File: src/rtl/gprPkg.sv
/*
 Shared types and constants for the two-lane register read/write block.
 Every RTL file pulls these in with a wildcard import in its header.
*/
package gprPkg;

	// widths of the stored data and the lane immediates
	parameter int dataWidth = 64;
	parameter int numGprs = 32;
	parameter int immWidth = 33;	// bit 32 is the sign

	// 6-bit register id as seen on the read and write ports
	// top bit set means special or pseudo register, never banked
	typedef logic [5:0] regIdT;

	// index into the banks, the low five bits of a general id
	typedef logic [4:0] gprIndexT;

	// lane immediate from decode
	typedef logic [immWidth-1:0] immT;

	// special register ids
	localparam regIdT idDlr = 6'h20;	// data low register
	localparam regIdT idSp = 6'h21;	// stack pointer

	// pseudo sources, read only
	localparam regIdT idImm = 6'h3E;	// lane immediate, sign extended
	localparam regIdT idZzr = 6'h3F;	// constant zero

endpackage

File: src/rtl/stageWriteIf.sv
/*
 One pipeline stage's pair of lane results, id plus value per lane.
 Driven at the top from flat ports, read by the forwarding and write-back logic.
*/
`timescale 1ns/1ps

interface stageWriteIf import gprPkg::*;
#(
	parameter int dataWidth = gprPkg::dataWidth
);

	regIdT idA;	// lane A destination id
	logic [dataWidth-1:0] valA;	// lane A result
	regIdT idB;	// lane B destination id
	logic [dataWidth-1:0] valB;	// lane B result

	// the stage owner drives everything
	modport source
	(
		output idA,
		output valA,
		output idB,
		output valB
	);

	// forwarding and write-back only look
	modport sink
	(
		input idA,
		input valA,
		input idB,
		input valB
	);

endinterface

File: src/rtl/sprFile.sv
/*
 DLR and SP special registers, written from the ex3 lanes.
 DLR holds when not written; SP reloads from spIn on every enabled cycle.
*/
`timescale 1ns/1ps

module sprFile import gprPkg::*;
#(
	parameter int dataWidth = gprPkg::dataWidth
)
(
	input logic clock,
	input logic rstN,
	input logic writeEn,	// low under hold or ex3 flush
	stageWriteIf.sink wb,	// ex3 results
	input logic [dataWidth-1:0] spIn,	// external sp source
	output logic [dataWidth-1:0] dlrVal,
	output logic [dataWidth-1:0] spVal
);

	logic [dataWidth-1:0] dlrReg;
	logic [dataWidth-1:0] spReg;
	logic [dataWidth-1:0] dlrNext;
	logic [dataWidth-1:0] spNext;

	// lane B checked first, it has priority
	always_comb
	begin
		if (wb.idB == idDlr)
			dlrNext = wb.valB;
		else if (wb.idA == idDlr)
			dlrNext = wb.valA;
		else
			dlrNext = dlrReg;	// hold

		if (wb.idB == idSp)
			spNext = wb.valB;
		else if (wb.idA == idSp)
			spNext = wb.valA;
		else
			spNext = spIn;	// track external value
	end

	always_ff @(posedge clock)
	begin
		if (!rstN)
		begin
			dlrReg <= '0;
			spReg <= '0;
		end
		else if (writeEn)	// both frozen under hold or flush
		begin
			dlrReg <= dlrNext;
			spReg <= spNext;
		end
	end

	assign dlrVal = dlrReg;
	assign spVal = spReg;

endmodule

File: src/flat_wrapper.sv
// flat-port wrapper written by rule: the top's interface ports become plain ports
module sprFile_flat import gprPkg::*;
#(
	parameter int dataWidth = gprPkg::dataWidth
)
  (clock, rstN, writeEn, spIn, dlrVal, spVal, wb_idA, wb_valA, wb_idB, wb_valB);
  stageWriteIf #(.dataWidth(dataWidth)) wb_i ();
  input logic clock;
  input logic rstN;
  input logic writeEn;
  input logic [dataWidth-1:0] spIn;
  output logic [dataWidth-1:0] dlrVal;
  output logic [dataWidth-1:0] spVal;
  input wire logic [$bits(wb_i.idA)-1:0] wb_idA;
  input wire logic [$bits(wb_i.valA)-1:0] wb_valA;
  input wire logic [$bits(wb_i.idB)-1:0] wb_idB;
  input wire logic [$bits(wb_i.valB)-1:0] wb_valB;
  assign wb_i.idA = wb_idA;
  assign wb_i.valA = wb_valA;
  assign wb_i.idB = wb_idB;
  assign wb_i.valB = wb_valB;
  sprFile #(.dataWidth(dataWidth)) u_core (.clock(clock), .rstN(rstN), .writeEn(writeEn), .wb(wb_i), .spIn(spIn), .dlrVal(dlrVal), .spVal(spVal));
endmodule
File: config.mk
export PLATFORM = sky130hd
export DESIGN_NAME = sprFile_flat
export DESIGN_NICKNAME = d
export VERILOG_FILES = /design/src/rtl/gprPkg.sv /design/src/rtl/stageWriteIf.sv /design/src/rtl/sprFile.sv /design/src/flat_wrapper.sv
export SDC_FILE = /design/constraint.sdc
export NUM_CORES = 1
export LEC_CHECK = 0
export BUFFER_PORTS_ARGS = -buffer_cell sky130_fd_sc_hd__clkbuf_2
export CORE_ASPECT_RATIO = 0.6
export CORE_UTILIZATION = 45
export DETAILED_ROUTE_END_ITERATION = 10
export PLACE_DENSITY = 0.79
export SYNTH_ARGS = -nofsm -noshare
export SYNTH_HDL_FRONTEND = slang
export SYNTH_SLANG_ARGS = --single-unit
File: constraint.sdc
create_clock -name clock -period 3 [get_ports clock]
set_clock_uncertainty 0.2 [all_clocks]
set_input_delay 0.75 -clock clock [delete_from_list [all_inputs] [get_ports clock]]
set_output_delay 0.75 -clock clock [all_outputs]
set_load 0.01 [all_outputs]
==> metrics.cfg <==
[die]
row_count=33
die_h_um=95.86
core_area_mm2=0.01400
die_x_um=158.4
start_util=0.4721
ioPinCount=335
dieArea_mm2=0.01519

[route]
drt-total-wl_mm=21.20
routedWlPerCell_um=19.27
drt_pre_antenna_iters=5
via_count=6230
drtIter0Drc=388
viasPerCell=5.664
drc_errors=0
postRouteAntennaNets=0

[cells_and_area]
fin_util=0.6421
layout-drive-gt1-share=0.4967
num_antenna_cells=0
nets=1102
area.growth.synth_to_final_pct=36.02

[sta]
min_period_ns=2.393
fmax_mhz=417.9
setup_slack_ns=0.6069
period_share=0.7977
setup-violations-final=0
tns_ns=0
hold_violations=0
tightest_slew_ns=1.118
slew_viol_final=0
maxSlewHeadroom=0.2548
rsz0062_at_grt=false

[power_and_ir_drop]
ir_worst_vdd_mv=0.2649
leakagePower_nw=4.084
power.density_mw_per_mm2=476.6

[setup_path]
start_kind=input pin
criticalPathCategory=input pin to register
worstSetupEndpointType=register
cp_top_family=simple AND/OR/NAND/NOR gates
cp_slowest_cell=or4b_4
path_buf_inv=2
max_stage_delay_ns=0.56
cp_data_required_time_ns=3.05
critPathMaxFanout=35
cp_cell_sequence=clkbuf_2 > or4b_4 > nor3b_4 > buf_12 > mux2i_1 > o221ai_2
crit_arrival_ns=2.44

[cts]
clock-sinks=128
htreeDepth=4
post-cts-setup-buffers=0
clkTransAtPathRegs_ns=0.06
cts-root-buf=clkbuf_16
cts-hold-fix-buffers=0
cts_buffer_depth=2
clk_latency_ns=0.40
cts_resized=0
cts_tree=done
numCtsBuffers=17

[global_routing]
grt.met3_usage=0.07339
first_global_vias=5880
grt_start_max_net_pins=65
gr-usage-met1=0.3457
antenna_found_initial=0
grt.overflow.total=0
grt_usage=0.2748
use_met2=0.4594
grt-busiest-layer=met2
grt_pass1_wl_mm=31.90

[worst_hold_path]
hp-class=register to register

[synth]
synth_area_mm2=0.006608
synth_edf_count=0
synth.distinct_cells=21
synth_top_cell_by_area=dfxtp_1
postSynthAreaPerCell_um2=11.14
ys_top_cells_by_area=dfxtp_1 (39%), mux2i_1 (19%), o221ai_2 (14%), o2bb2ai_1 (8.6%), nand3b_1 (7.3%)
synth_top_area_frac=0.3878
ys_seq_elements=128
synth_commonest_cells=dfxtp_1 (128), mux2i_1 (128), nand3_1 (66)
synth_nets=800
synthFlopType=dfxtp_1
postSynthCellCount=593
yosys_warnings=0
yosysSeqAreaShare=0.3878
async_flop_share=0

[run]
maxCapViolCount=0

[place]
portBuffers=334
dpl.hpwl_mm=14.99
place_ws_ns=0.1791
gp_congestion=0.7876

[status]
outcome=finished, final reports clean

registers in the layout, summed over array words and instances, names as in the netlist:
name and count:
u_core.spVal 64, u_core.dlrVal 64
placed cells by master (no fill, tap or decap), types with 2 or more instances in the layout:
cell	synthesis	routed
buf_12	6	9
buf_4	0	11
clkbuf_16	0	17
clkbuf_2	0	332
clkinv_2	0	2
clkinv_4	0	2
clkinvlp_4	0	6
dfxtp_1	128	128
inv_6	0	3
mux2i_1	128	128
nand3_1	66	64
nand3_4	0	2
nand3b_1	64	64
o221ai_1	4	4
o221ai_2	60	60
o2bb2ai_1	65	65
path summary, 6_finish.rpt:
path,from,slack (ns),to,depth (start not counted)
min reg2reg,u_core.dlrVal[32],0.26,u_core.dlrVal[32],1
min,u_core.dlrVal[32],0.26,u_core.dlrVal[32],1
max reg2reg,u_core.spVal[11],2.11,u_core.spVal[11],2
max,wb_idA[1],0.61,u_core.spVal[26],6
per-stage QoR:
step	hold WS, ns	instance area [µm²]	std cells	power [mW]
finish	0.2632	8987	1100	4.283
global route	0.2780	8987	1100	4.453
CTS	0.2631	8987	1100	4.317
detailed placement	0.2472	8448	1068	2.426
global placement	0.2450	8448	1068	2.420
floorplan	0.2914	6608	593	2.128
power breakdown:
| part | switching, mW | internal (mW) | total [mW] |
|---|---|---|---|
| logic | 0.313 | 0.281 | 0.594 |
| registers | 0.0353 | 1.76 | 1.80 |
| clock network | 0.825 | 1.07 | 1.89 |
| total | 1.17 | 3.11 | 4.28 |
logic make-up after synthesis:
| kind of cell | share of synthesized area |
|---|---|
| flip-flops | 0.3878 |
| AO/OA/AOI/OAI | 0.2289 |
| multiplexers | 0.1939 |
| AND/OR/NAND/NOR | 0.1327 |
| buffers and inverters | 0.05662 |
layout make-up:
type                       count  area (µm²)
fill                        1178        5010
multi-input combinational    396        3721
sequential                   128        2562
timing repair buffer         352        1924
clock buffer                  18       429.2
tap                          192       240.2
clock inverter                14       110.1
layer usage:
metal | share of wire | wire (µm)
met5 | 0 | 0
met4 | 0.012 | 258
met3 | 0.075 | 1599
met2 | 0.48 | 10110
met1 | 0.44 | 9230
Power figures use the tool's default switching activity.
