File: config.mk
export PLATFORM = sky130hd
export DESIGN_NAME = operandFetch_flat
export DESIGN_NICKNAME = d
export VERILOG_FILES = /design/src/rtl/gprPkg.sv /design/src/rtl/stageWriteIf.sv /design/src/rtl/operandFetch.sv /design/src/flat_wrapper.sv
export SDC_FILE = /design/constraint.sdc
export NUM_CORES = 1
export LEC_CHECK = 0
export BUFFER_PORTS_ARGS = -buffer_cell sky130_fd_sc_hd__buf_2
export CORE_AREA = 2 2 276 278
export DETAILED_ROUTE_END_ITERATION = 6
export DIE_AREA = 0 0 278 280
export PLACE_DENSITY = 0.35
export SLEW_MARGIN = 0
export SYNTH_ARGS = -nofsm -noshare
export SYNTH_HDL_FRONTEND = slang
export SYNTH_SLANG_ARGS = --single-unit
File: constraint.sdc
create_clock -name vclk -period 1.8
set_input_delay 0 -clock vclk [all_inputs]
set_output_delay 0 -clock vclk [all_outputs]
set_load 0.01 [all_outputs]
File: src/rtl/gprPkg.sv
/*
 Shared types and constants for the two-lane register read/write block.
 Every RTL file pulls these in with a wildcard import in its header.
*/
package gprPkg;

	// widths of the stored data and the lane immediates
	parameter int dataWidth = 64;
	parameter int numGprs = 32;
	parameter int immWidth = 33;	// bit 32 is the sign

	// 6-bit register id as seen on the read and write ports
	// top bit set means special or pseudo register, never banked
	typedef logic [5:0] regIdT;

	// index into the banks, the low five bits of a general id
	typedef logic [4:0] gprIndexT;

	// lane immediate from decode
	typedef logic [immWidth-1:0] immT;

	// special register ids
	localparam regIdT idDlr = 6'h20;	// data low register
	localparam regIdT idSp = 6'h21;	// stack pointer

	// pseudo sources, read only
	localparam regIdT idImm = 6'h3E;	// lane immediate, sign extended
	localparam regIdT idZzr = 6'h3F;	// constant zero

endpackage

File: src/rtl/stageWriteIf.sv
/*
 One pipeline stage's pair of lane results, id plus value per lane.
 Driven at the top from flat ports, read by the forwarding and write-back logic.
*/
`timescale 1ns/1ps

interface stageWriteIf import gprPkg::*;
#(
	parameter int dataWidth = gprPkg::dataWidth
);

	regIdT idA;	// lane A destination id
	logic [dataWidth-1:0] valA;	// lane A result
	regIdT idB;	// lane B destination id
	logic [dataWidth-1:0] valB;	// lane B result

	// the stage owner drives everything
	modport source
	(
		output idA,
		output valA,
		output idB,
		output valB
	);

	// forwarding and write-back only look
	modport sink
	(
		input idA,
		input valA,
		input idB,
		input valB
	);

endinterface

File: src/rtl/operandFetch.sv
/*
 One read port: decodes the source id into a stored register, a special
 register or a pseudo value, then overlays forwarded results from EX1..EX3.
 Instantiated once per read port, fed the immediate of its own lane.
*/
`timescale 1ns/1ps

module operandFetch import gprPkg::*;
#(
	parameter int dataWidth = gprPkg::dataWidth
)
(
	input regIdT rdId,	// source id for this port
	input immT imm,	// this lane's immediate
	input logic [dataWidth-1:0] gprVal,	// raw bank read for rdId
	input logic [dataWidth-1:0] dlrVal,
	input logic [dataWidth-1:0] spVal,
	stageWriteIf.sink ex1,
	stageWriteIf.sink ex2,
	stageWriteIf.sink ex3,
	output logic [dataWidth-1:0] operand
);

	logic [dataWidth-1:0] immExt;
	logic [dataWidth-1:0] baseVal;
	logic fwdOk;	// id may be replaced by an in-flight result

	// 33-bit immediate, sign bit is 32
	assign immExt = {{(dataWidth-32){imm[32]}}, imm[31:0]};

	// source decode
	always_comb
	begin
		fwdOk = 1'b1;
		case (rdId)
			idDlr:
			begin
				baseVal = dlrVal;
			end
			idSp:
			begin
				baseVal = spVal;
			end
			idImm:
			begin
				baseVal = immExt;
				fwdOk = 1'b0;	// pseudo, never forwarded
			end
			idZzr:
			begin
				baseVal = '0;
				fwdOk = 1'b0;
			end
			default:
			begin
				if (!rdId[5])
				begin
					baseVal = gprVal;	// plain general register
				end
				else
				begin
					baseVal = '0;	// unsupported special id
					fwdOk = 1'b0;
				end
			end
		endcase
	end

	// forwarding, oldest stage first so younger stages overwrite
	// lane A applied after lane B within a stage
	always_comb
	begin
		operand = baseVal;
		if (fwdOk)
		begin
			// ex3 still forwards under flush
			if (ex3.idB == rdId)
				operand = ex3.valB;
			if (ex3.idA == rdId)
				operand = ex3.valA;

			if (ex2.idB == rdId)
				operand = ex2.valB;
			if (ex2.idA == rdId)
				operand = ex2.valA;

			if (ex1.idB == rdId)
				operand = ex1.valB;
			if (ex1.idA == rdId)
				operand = ex1.valA;	// highest priority
		end
	end

endmodule

File: src/flat_wrapper.sv
// flat-port wrapper written by rule: the top's interface ports become plain ports
module operandFetch_flat import gprPkg::*;
#(
	parameter int dataWidth = gprPkg::dataWidth
)
  (rdId, imm, gprVal, dlrVal, spVal, operand, ex1_idA, ex1_valA, ex1_idB, ex1_valB, ex2_idA, ex2_valA, ex2_idB, ex2_valB, ex3_idA, ex3_valA, ex3_idB, ex3_valB);
  stageWriteIf #(.dataWidth(dataWidth)) ex1_i ();
  stageWriteIf #(.dataWidth(dataWidth)) ex2_i ();
  stageWriteIf #(.dataWidth(dataWidth)) ex3_i ();
  input regIdT rdId;
  input immT imm;
  input logic [dataWidth-1:0] gprVal;
  input logic [dataWidth-1:0] dlrVal;
  input logic [dataWidth-1:0] spVal;
  output logic [dataWidth-1:0] operand;
  input wire logic [$bits(ex1_i.idA)-1:0] ex1_idA;
  input wire logic [$bits(ex1_i.valA)-1:0] ex1_valA;
  input wire logic [$bits(ex1_i.idB)-1:0] ex1_idB;
  input wire logic [$bits(ex1_i.valB)-1:0] ex1_valB;
  input wire logic [$bits(ex2_i.idA)-1:0] ex2_idA;
  input wire logic [$bits(ex2_i.valA)-1:0] ex2_valA;
  input wire logic [$bits(ex2_i.idB)-1:0] ex2_idB;
  input wire logic [$bits(ex2_i.valB)-1:0] ex2_valB;
  input wire logic [$bits(ex3_i.idA)-1:0] ex3_idA;
  input wire logic [$bits(ex3_i.valA)-1:0] ex3_valA;
  input wire logic [$bits(ex3_i.idB)-1:0] ex3_idB;
  input wire logic [$bits(ex3_i.valB)-1:0] ex3_valB;
  assign ex1_i.idA = ex1_idA;
  assign ex1_i.valA = ex1_valA;
  assign ex1_i.idB = ex1_idB;
  assign ex1_i.valB = ex1_valB;
  assign ex2_i.idA = ex2_idA;
  assign ex2_i.valA = ex2_valA;
  assign ex2_i.idB = ex2_idB;
  assign ex2_i.valB = ex2_valB;
  assign ex3_i.idA = ex3_idA;
  assign ex3_i.valA = ex3_valA;
  assign ex3_i.idB = ex3_idB;
  assign ex3_i.valB = ex3_valB;
  operandFetch #(.dataWidth(dataWidth)) u_core (.rdId(rdId), .imm(imm), .gprVal(gprVal), .dlrVal(dlrVal), .spVal(spVal), .ex1(ex1_i), .ex2(ex2_i), .ex3(ex3_i), .operand(operand));
endmodule
==> summary.md, run 1 <==
| Metric | Value |
|---|---|
| Outcome | `finished, violations left` |
| Failing checks | `design-rule violations, negative setup slack` |
| LEAKAGE | `6.58 nW` |
| Global placement routability congestion | `~0.92` |
| Die Span Y | `280 microns` |
| Crit path required time | `1.80 ns` |
| Relative slew slack | `67.4%` |
| DP Wirelength | `between 60 and 70 mm` |
| Final Hold Viols | `0` |
| Crit path DAT | `2.15 ns` |
| Clock buffers | `0` |
| GR Util All Layers | `18.0%` |
| Setup crit end kind | `output pin` |
| Share of post-route cells with drive strength above 1 | `71.6%` |
| Num rows | `around 100` |
| Worst-path fanout max | `6` |
| Fin crit share | `119%` |
| Pre-CTS setup slack | `-0.699 ns` |
| Commonest non-fill, non-tap cells in the layout | `686 x buf_2, 160 x buf_4, 66 x buf_6, 52 x a222oi_1, 46 x buf_12` |
| Vias in the first global route | `around 13000` |
| Sequential fraction of the synthesis area | `0%` |
| Vias | `approximately 12000` |
| Seq_cells | `0` |
| Total wire length | `roughly 80 mm` |
| Placeable Area | `0.0752 sq mm` |
| Initial Util | `7.64%` |
| Period minus WS final | `2.15 ns` |
| # hold bufs at CTS | `0` |
| RSZ-0062 raised after global routing | `yes` |
| Max capacitance violation total | `0` |
| Worst Setup Start Kind | `input pin` |
| Synth warnings | `0` |
| # DRC | `3` |
| Die Wd | `278 microns` |
| Synth-to-Final Area Change | `163%` |
| 1st-iter DRT viols | `872` |
| PnR worst setup slack | `-0.347 ns` |
| IO Port Bufs | `715` |
| Total grt overflow | `0` |
| 1st-pass router iterations | `7` |
| Max-slew violation count | `0` |
| Synthesized area per cell | `7.00 sq um` |
| Sequential cell area | `0 sq um` |
| Max Clk Rate | `around 470 MHz` |
| Final #Nets | `2351` |
| IO Pins | `715` |
| Final-report setup violation count | `64` |
| Post-route antenna net violation count | `0` |
| First-pass GRT wire length | `99.8 mm` |
| Tightest Hold Check Type | `in2out` |
| Synth Cell Area | `0.00574 sq mm` |
| Setup TNS | `-12.69 ns` |
| Max IR drop VDD | `between 0.08 and 0.09 mV` |
| Pin count of the biggest net entering global routing | `36` |
| Least-Margin Pin Slew | `0.489 ns` |
| Commonest non-fill, non-tap cell in the layout | `buf_2` |
| Final Util | `between 20% and 30%` |
| Distinct cells, synth | `55` |
| Syn nets | `around 1500` |
| WL/cell | `29.5 microns` |
| Pwr per Cell Area | `225 mW/mm^2` |
| Post-Syn Instances | `821` |
| Initial antenna violation count | `21` |
| Crit path kind | `in2out` |
| Vias/cell | `4.51` |
| Die Area | `just under 0.08 sq mm` |
## what timing repair did
action | CTS | global route
cloned | 11 | 14
gates resized for setup | 237 | 179
setup endpoints to repair | 64 | 64
pin swaps | 116 | 106
setup buffers | 34 | 29
## area by class of cell
type / count / area (sq um)
Antenna cell: 9 / 22.5
Fill cell: 8495 / 60100
Inverter: 7 / 27.5
Multi-Input combinational cell: 703 / 6890
Tap cell: 978 / 1220
Timing Repair Buffer: 988 / 6930
## metrics by stage
stage | hold WS, ns | power (mW) | std cells | instance area [sq um]
finish | 0.339 | 3.40 | 2685 | 15100
global route | 0.372 | 3.58 | 2682 | 15100
CTS | 0.343 | 3.13 | 2648 | 13600
detailed placement | 0.343 | 2.78 | 2606 | 12000
global placement | 0.343 | 2.79 | 2606 | 12000
floorplan | 0.153 | 0.972 | 821 | 5740
## worst paths after layout
path | startpoint | endpoint | slack [ns] | cells after the start
worst max-delay path | rdId[3] | operand[27] | -0.35 | 11
worst min-delay path | ex1_valA[39] | operand[39] | 0.34 | 4
## per-layer routing
layer  share of wire, %  global-route usage [%]  up-vias
met3                6.4                    3.04      171
met5              0.081                       0        -
met1                 39                    21.0     5829
met4                4.9                    6.71       10
met2                 49                    32.8      769
li1                   -                       -     5325
## logic make-up after synthesis
logic type	share of synthesized area, %
and+or+nand+nor	17.0
AOI/OAI and AO/OA	62.5
xor gates and xnor gates	5.49
muxes	5.23
buffers and inverters	9.76
## worst max-delay path: stages
cell      delay, ns
buf_8          0.10
buf_6          0.12
or3_4          0.42
nor3_4         0.26
buf_6          0.21
buf_8          0.15
nand2_4        0.05
a311oi_2       0.25
a211oi_2       0.12
o21ai_2        0.26
buf_2          0.20
## report_power, final
group          internal (mW)  switching, mW  leakage [nW]   total (mW)
clock            0.000000673              0     0.0000570  0.000000673
sequential                 0              0             0            0
combinational           1.66           1.74          6.58         3.40
total                   1.66           1.74          6.58         3.40
## cell usage after synthesis, drive strengths merged, types with 6 or more instances
cell / n / area (sq um)
o221ai: 54 / 473
o22ai: 8 / 50.1
a221oi: 41 / 359
inv: 7 / 26.3
a211o: 11 / 96.3
or3: 12 / 80.1
clkbuf: 55 / 208
a211oi: 24 / 185
o21a: 20 / 150
a31oi: 8 / 50.1
mux2i: 30 / 300
a311oi: 18 / 175
xor2: 6 / 52.6
o2111a: 22 / 248
o2bb2ai: 29 / 254
buf: 57 / 327
a222oi: 52 / 521
xnor2: 30 / 263
a22oi: 18 / 135
nor3: 37 / 208
a21oi: 35 / 175
o211ai: 13 / 97.6
o21ai: 55 / 283
nor2: 14 / 60.1
nand3: 38 / 190
and2: 7 / 43.8
nand2: 62 / 235
a22o: 24 / 210
Power figures use the tool's default switching activity.
==> run 2, diff against run 1 <==
--- a/config.mk
+++ b/config.mk
@@ -9,8 +9,10 @@
 export CORE_AREA = 2 2 276 278
 export DETAILED_ROUTE_END_ITERATION = 6
 export DIE_AREA = 0 0 278 280
+export GPL_TIMING_DRIVEN = 0
 export PLACE_DENSITY = 0.35
-export SLEW_MARGIN = 0
+export REMOVE_ABC_BUFFERS = 1
+export SLEW_MARGIN = 20
 export SYNTH_ARGS = -nofsm -noshare
 export SYNTH_HDL_FRONTEND = slang
 export SYNTH_SLANG_ARGS = --single-unit
==> run 2 against run 1 <==
Die area stayed put. Global-route usage fell by 0.25 points. The flow still finishes with violations (design-rule violations, negative setup slack). Critical path depth increased by 1. Via count increased by 1.0%. Largest cell class is now multi-input combinational cells. Worst hold slack worse by 0.0087 ns. Final cell count shrank 3.1%.
==> summary.md, run 2 (same netlist as run 1, synthesis figures left out) <==
| Metric | Value |
|---|---|
| # DRC | `25 (+22)` |
| Placement Cell Area | `0.0107 sq mm (-11%)` |
| Pwr per Cell Area | `235 mW/mm^2 (+4.3%)` |
| Total grt overflow | `0 (unchanged)` |
| Hold_sp | `ex1_valA[4]` |
| Final #Nets | `2273 (-3.3%)` |
| Sequential cell area | `0 sq um (unchanged)` |
| Worst Setup Start Kind | `input pin` |
| Outcome | `finished, violations left` |
| Crit path DAT | `2.25 ns (+0.10 ns)` |
| WL/cell | `29.3 microns (-0.82%)` |
| Share of post-route cells with drive strength above 1 | `65.9% (-5.6 points)` |
| Placed Cells incl. Taps | `2430 (-6.8%)` |
| Initial antenna violation count | `5 (-76%)` |
| IO Pins | `715 (unchanged)` |
| Die Area | `0.0778 sq mm (unchanged)` |
| Die Wd | `278 microns (unchanged)` |
| WHS Path Cells | `4 (unchanged)` |
| Final-report setup violation count | `64 (unchanged)` |
| Pin count of the biggest net entering global routing | `34 (-5.6%)` |
| Hold_ws | `0.331 ns (-0.00866 ns)` |
| Crit path kind | `in2out` |
| Final Hold Viols | `0 (unchanged)` |
| Multi-input logic area | `0.00650 sq mm (-5.6%)` |
| Placeable Area | `0.0752 sq mm (unchanged)` |
| Num rows | `101 (unchanged)` |
| Failing checks | `design-rule violations, negative setup slack` |
| LEAKAGE | `6.00 nW (-8.8%)` |
| Vias in the first global route | `12400 (-2.9%)` |
| Synth-to-Final Area Change | `145%` |
| Pre-CTS setup slack | `-1.85 ns (-1.16 ns)` |
| Initial Util | `7.64% (unchanged)` |
| Commonest non-fill, non-tap cells in the layout | `702 x buf_2, 83 x buf_4, 52 x nand2_1, 52 x a222oi_1, 43 x buf_12` |
| Period minus WS final | `2.25 ns (+0.0989 ns)` |
| Clock buffers | `0 (unchanged)` |
| Vias/cell | `4.70 (+4.3%)` |
| RSZ-0062 raised after global routing | `yes` |
| GR Util All Layers | `17.8% (-0.25 points)` |
| Max-slew violation count | `0 (unchanged)` |
| Post-route antenna net violation count | `0 (unchanged)` |
| Max IR drop VDD | `0.189 mV (+110%)` |
| DP Wirelength | `47.1 mm (-24%)` |
| # hold bufs at CTS | `0 (unchanged)` |
| 1st-iter DRT viols | `1306 (+50%)` |
| Max capacitance violation total | `0 (unchanged)` |
| Tightest Hold Check Type | `in2out` |
| Post-Layout Cell Count | `2601 (-3.1%)` |
| 1st-pass router iterations | `7 (unchanged)` |
| Setup TNS | `-18.70 ns (-6.01 ns)` |
| Setup crit end kind | `output pin` |
| Seq_cells | `0 (unchanged)` |
| Die Span Y | `280 microns (unchanged)` |
| Worst-path fanout max | `8 (+2)` |
| IO Port Bufs | `715 (unchanged)` |
| Commonest non-fill, non-tap cell in the layout | `buf_2` |
| PnR worst setup slack | `-0.446 ns (-0.0989 ns)` |
| Global placement routability congestion | `0.924 (+0.97%)` |
| Design area | `0.0141 sq mm (-6.8%)` |
| Fin crit share | `125% (+5.5 points)` |
| # fillers | `8512 (+0.20%)` |
| Least-Margin Pin Slew | `1.18 ns (+0.691 ns)` |
| First-pass GRT wire length | `98.3 mm (-1.6%)` |
| Crit path required time | `1.80 ns (about the same)` |
| Vias | `12200 (+1.0%)` |
| Hold Path Sink | `operand[4]` |
| Max Clk Rate | `445 MHz (-4.4%)` |
| Relative slew slack | `21.0% (-46 points)` |
| Total wire length | `76.1 mm (-3.9%)` |
## run 2: cell types whose count changed in the layout (fill, tap and decap cells not counted), sizes merged, moves of 2 or more
cell / previous run / this run
clkbuf: 10 / 3
or2: 6 / 11
nand2: 62 / 64
and2: 7 / 10
diode: 9 / 3
bufbuf: 2 / 4
buf: 976 / 891
## run 2: repair_timing
item	in CTS	in global routing
pin swaps	96	75
setup buffers	127	12
setup endpoints to repair	64	64
gates cloned	27	6
gates resized for setup	226	63
## run 2: worst max-delay path, stage by stage
cell and delay, ns:
buf_16 0.13, buf_16 0.15, buf_4 0.17, xnor2_4 0.22, nand2_8 0.11, or2_4 0.29, buf_12 0.17, buf_4 0.15
a311oi_2 0.20, a211oi_1 0.09, o21ai_2 0.31, buf_2 0.21
## run 2: power by group
| group | internal (mW) | switching [mW] |
|---|---|---|
| Clock | 0.0000000991 | 0 |
| Sequential | 0 | 0 |
| Combinational | 1.60 | 1.71 |
## run 2: layout make-up
class                      instances  share of cell area [%]
multi-input combinational        715                    46.2
timing repair buffer             898                    44.8
tap                              978                    8.70
inverter                           7                   0.205
antenna                            3                  0.0534
## run 2: metrics by stage
stage               power (mW)  utilization [%]
floorplan                0.886                -
global placement          2.23             13.3
detailed placement        2.33             14.2
CTS                       3.16             18.0
global route              3.47             18.7
finish                    3.31             18.7
## run 2: how the worst max path moves through the flow
stage               cells past startpoint  startpoint  slack, ns          end
CTS                                    13     rdId[0]      -0.37  operand[48]
finish                                 12     rdId[0]      -0.45  operand[27]
floorplan                               5     rdId[2]      -1.13  operand[17]
global route                           12     rdId[0]      -0.48  operand[27]
global placement                        8     rdId[0]      -5.81  operand[27]
detailed placement                      9     rdId[5]      -1.85  operand[58]
## run 2: metal layers
metal	global-route usage, %	part of all wire (%)	vias to the layer above	wire (microns)
li1	-	-	5182	-
met1	23.3	42	5991	31800
met2	28.8	45	910	34400
met3	4.43	9.6	144	7280
met4	5.00	3.5	2	2660
met5	0	0.013	-	10
==> run 3, diff against run 2 <==
--- a/config.mk
+++ b/config.mk
@@ -5,12 +5,12 @@
 export SDC_FILE = /design/constraint.sdc
 export NUM_CORES = 1
 export LEC_CHECK = 0
-export BUFFER_PORTS_ARGS = -buffer_cell sky130_fd_sc_hd__buf_2
-export CORE_AREA = 2 2 276 278
+export CORE_AREA = 2 2 279 281
 export DETAILED_ROUTE_END_ITERATION = 6
-export DIE_AREA = 0 0 278 280
+export DIE_AREA = 0 0 281 283
+export DONT_BUFFER_PORTS = 1
 export GPL_TIMING_DRIVEN = 0
-export PLACE_DENSITY = 0.35
+export PLACE_DENSITY = 0.3
 export REMOVE_ABC_BUFFERS = 1
 export SLEW_MARGIN = 20
 export SYNTH_ARGS = -nofsm -noshare
==> run 3 against run 2 <==
Maximum frequency is 18% higher. Final cell count fell by 26%. Clock-buffer cell count is the same. Setup slack better by 0.34 ns. Non-clock buffer count is 741 lower. First-iteration DRC count shrank 1.9%. Global-route usage down 3.6 points. The run still ends with design-rule violations, negative setup slack left. Largest power group unchanged. Utilization decreased by 5.7 points. Wire length is 11% lower. Die area rose by 2.2%. Combinational power fell by 38%. Worst hold slack worse by 0.19 ns. Highest routed layer unchanged.
==> summary.md, run 3 (same netlist as run 1, synthesis figures left out) <==
| Metric | Value |
|---|---|
| Crit path DAT | `1.91 ns (-0.34 ns)` |
| DP Wirelength | `43.7 mm (-7.2%)` |
| Reg power frac | `0% (unchanged)` |
| Outcome | `finished, violations left` |
| M2 GR Usage | `22.8% (-6.0 points)` |
| # DRC | `101 (+300%)` |
| Final total power | `2.05 mW (-38%)` |
| Global placement routability congestion | `0.963 (+4.2%)` |
| IO Port Bufs | `0 (-100%)` |
| Pwr per Cell Area | `206 mW/mm^2 (-12%)` |
| M3 GR Usage | `6.13% (+1.7 points)` |
| Share of post-route cells with drive strength above 1 | `39.5% (-26 points)` |
| Crit-path cells | `xor2_4, nor4_4, buf_6, a211oi_4, buf_12, buf_12, buf_6, a22oi_2, o211ai_1` |
| WL/cell | `35.0 microns (+20%)` |
| LEAKAGE | `2.89 nW (-52%)` |
| Combinational Power Share | `100.0% (about the same)` |
| Total grt overflow | `0 (unchanged)` |
| Power share of the clock group | `0% (unchanged)` |
| 1st-pass router iterations | `7 (unchanged)` |
| First-pass GRT wire length | `79.3 mm (-19%)` |
| CP peak stage delay | `0.46 ns (+0.15 ns)` |
| Worst Setup Start Kind | `input pin` |
| Sequential cell area | `0 sq um (unchanged)` |
| Final Hold Viols | `0 (unchanged)` |
| Relative slew slack | `47.2% (+26 points)` |
| Pre-CTS setup slack | `-1.49 ns (+0.360 ns)` |
| Slowest cell on crit path | `o211ai_1` |
| Synth-to-Final Area Change | `73.9%` |
| Period minus WS final | `1.91 ns (-0.337 ns)` |
| Commonest non-fill, non-tap cells in the layout | `80 x buf_4, 52 x a222oi_1, 51 x nand2_1, 34 x nor3_1, 33 x o221ai_1` |
| P_int | `0.868 mW (-46%)` |
| Met1 usage | `17.9% (-5.4 points)` |
| Die Wd | `281 microns (+1.1%)` |
| Placeable Area | `0.0767 sq mm (+2.0%)` |
| Clock buffers | `0 (unchanged)` |
| Die Area | `0.0795 sq mm (+2.2%)` |
| GR Util All Layers | `14.2% (-3.6 points)` |
| WHS Path Cells | `2 (-2)` |
| PnR worst setup slack | `-0.109 ns (+0.337 ns)` |
| Die Span Y | `283 microns (+1.1%)` |
| Final #Nets | `1528 (-33%)` |
| Seq_cells | `0 (unchanged)` |
| Sw Pwr | `1.19 mW (-30%)` |
| RSZ-0062 raised after global routing | `yes` |
| Num rows | `102 (+0.99%)` |
| Tightest Hold Check Type | `in2out` |
| Initial antenna violation count | `17 (+12)` |
| Placement Cell Area | `0.00715 sq mm (-33%)` |
| Switching share of power | `57.7% (+6.1 points)` |
| Crit path required time | `1.80 ns (about the same)` |
| Setup crit end kind | `output pin` |
| Vias/cell | `5.05 (+7.4%)` |
| Commonest non-fill, non-tap cell in the layout | `buf_4` |
| Design area | `0.00999 sq mm (-29%)` |
| Max capacitance violation total | `0 (unchanged)` |
| Fin crit share | `106% (-19 points)` |
| Failing checks | `design-rule violations, negative setup slack` |
| Max-slew violation count | `0 (unchanged)` |
| Final-report setup violation count | `42 (-34%)` |
| Max Clk Rate | `524 MHz (+18%)` |
| Least-Margin Pin Slew | `0.792 ns (-0.389 ns)` |
| Max IR drop VDD | `0.209 mV (+11%)` |
| Vias | `9747 (-20%)` |
| Total wire length | `67.6 mm (-11%)` |
| Pin count of the biggest net entering global routing | `58 (+71%)` |
| GR peak layer | `met2` |
| Crit path kind | `in2out` |
| IO Pins | `715 (unchanged)` |
| Post-route antenna net violation count | `0 (unchanged)` |
| Worst-path fanout max | `39 (+31)` |
| Vias in the first global route | `9015 (-27%)` |
| 1st-iter DRT viols | `1281 (-1.9%)` |
| Initial Util | `7.49% (-0.15 points)` |
==> run 3: cell count changes in the layout (fill, tap and decap cells not counted), moves of 13 or more <==
cell,delta
o21ai_1,-21
buf_16,-13
buf_2,-702
o21ai_2,+19
==> run 3: worst paths after layout <==
| path | from | end | slack, ns |
|---|---|---|---|
| worst max-delay path | rdId[0] | operand[40] | -0.11 |
| worst min-delay path | imm[25] | operand[25] | 0.14 |
==> run 3: through the flow <==
| step | TNS, ns | utilization [%] | hold WS (ns) | instances |
|---|---|---|---|---|
| after floorplan | -54.23 | - | 0.153 | 709 |
| after global placement | -238.81 | 8.49 | 0.175 | 1749 |
| after detailed placement | -55.03 | 9.32 | 0.190 | 1776 |
| after CTS | -1.39 | 11.0 | 0.148 | 1849 |
| after global routing | -3.24 | 13.0 | 0.135 | 1920 |
| final | -1.85 | 13.0 | 0.137 | 1930 |
==> run 3: per-layer routing <==
metal	share of wire [%]	vias up
li1	-	3688
met1	41	4864
met2	43	1010
met3	13	173
met4	2.9	12
met5	0.16	-
==> run 3: power groups by stage <==
stage                     sequential (mW)   clock (mW)  combinational, mW
after CTS                               0            0               1.78
after global placement                  0            0               1.27
after global routing                    0  0.000000373               2.14
after floorplan                         0            0              0.886
final                                   0  0.000000829               2.05
after detailed placement                0            0               1.37
==> run 3: area by class of cell <==
class	instances	area (sq um)
inverter	7	28.8
fill	8787	66700
multi-input combinational	711	6530
antenna	15	37.5
timing repair buffer	157	2090
tap	1040	1300
==> run 3: critical path, delay by kind of cell <==
family	cells	cell delay (ns)
buf+inv	4	0.62
compound gates	3	0.95
xor+xnor	1	0.19
simple gates	1	0.05
==> run 3: what timing repair did <==
item,4_1_cts,5_1_grt
endpoints found under the setup margin,64,64
pin swaps,54,102
resized for setup,118,133
hold buffers,0,0
cloned,10,16
setup buffers,65,52
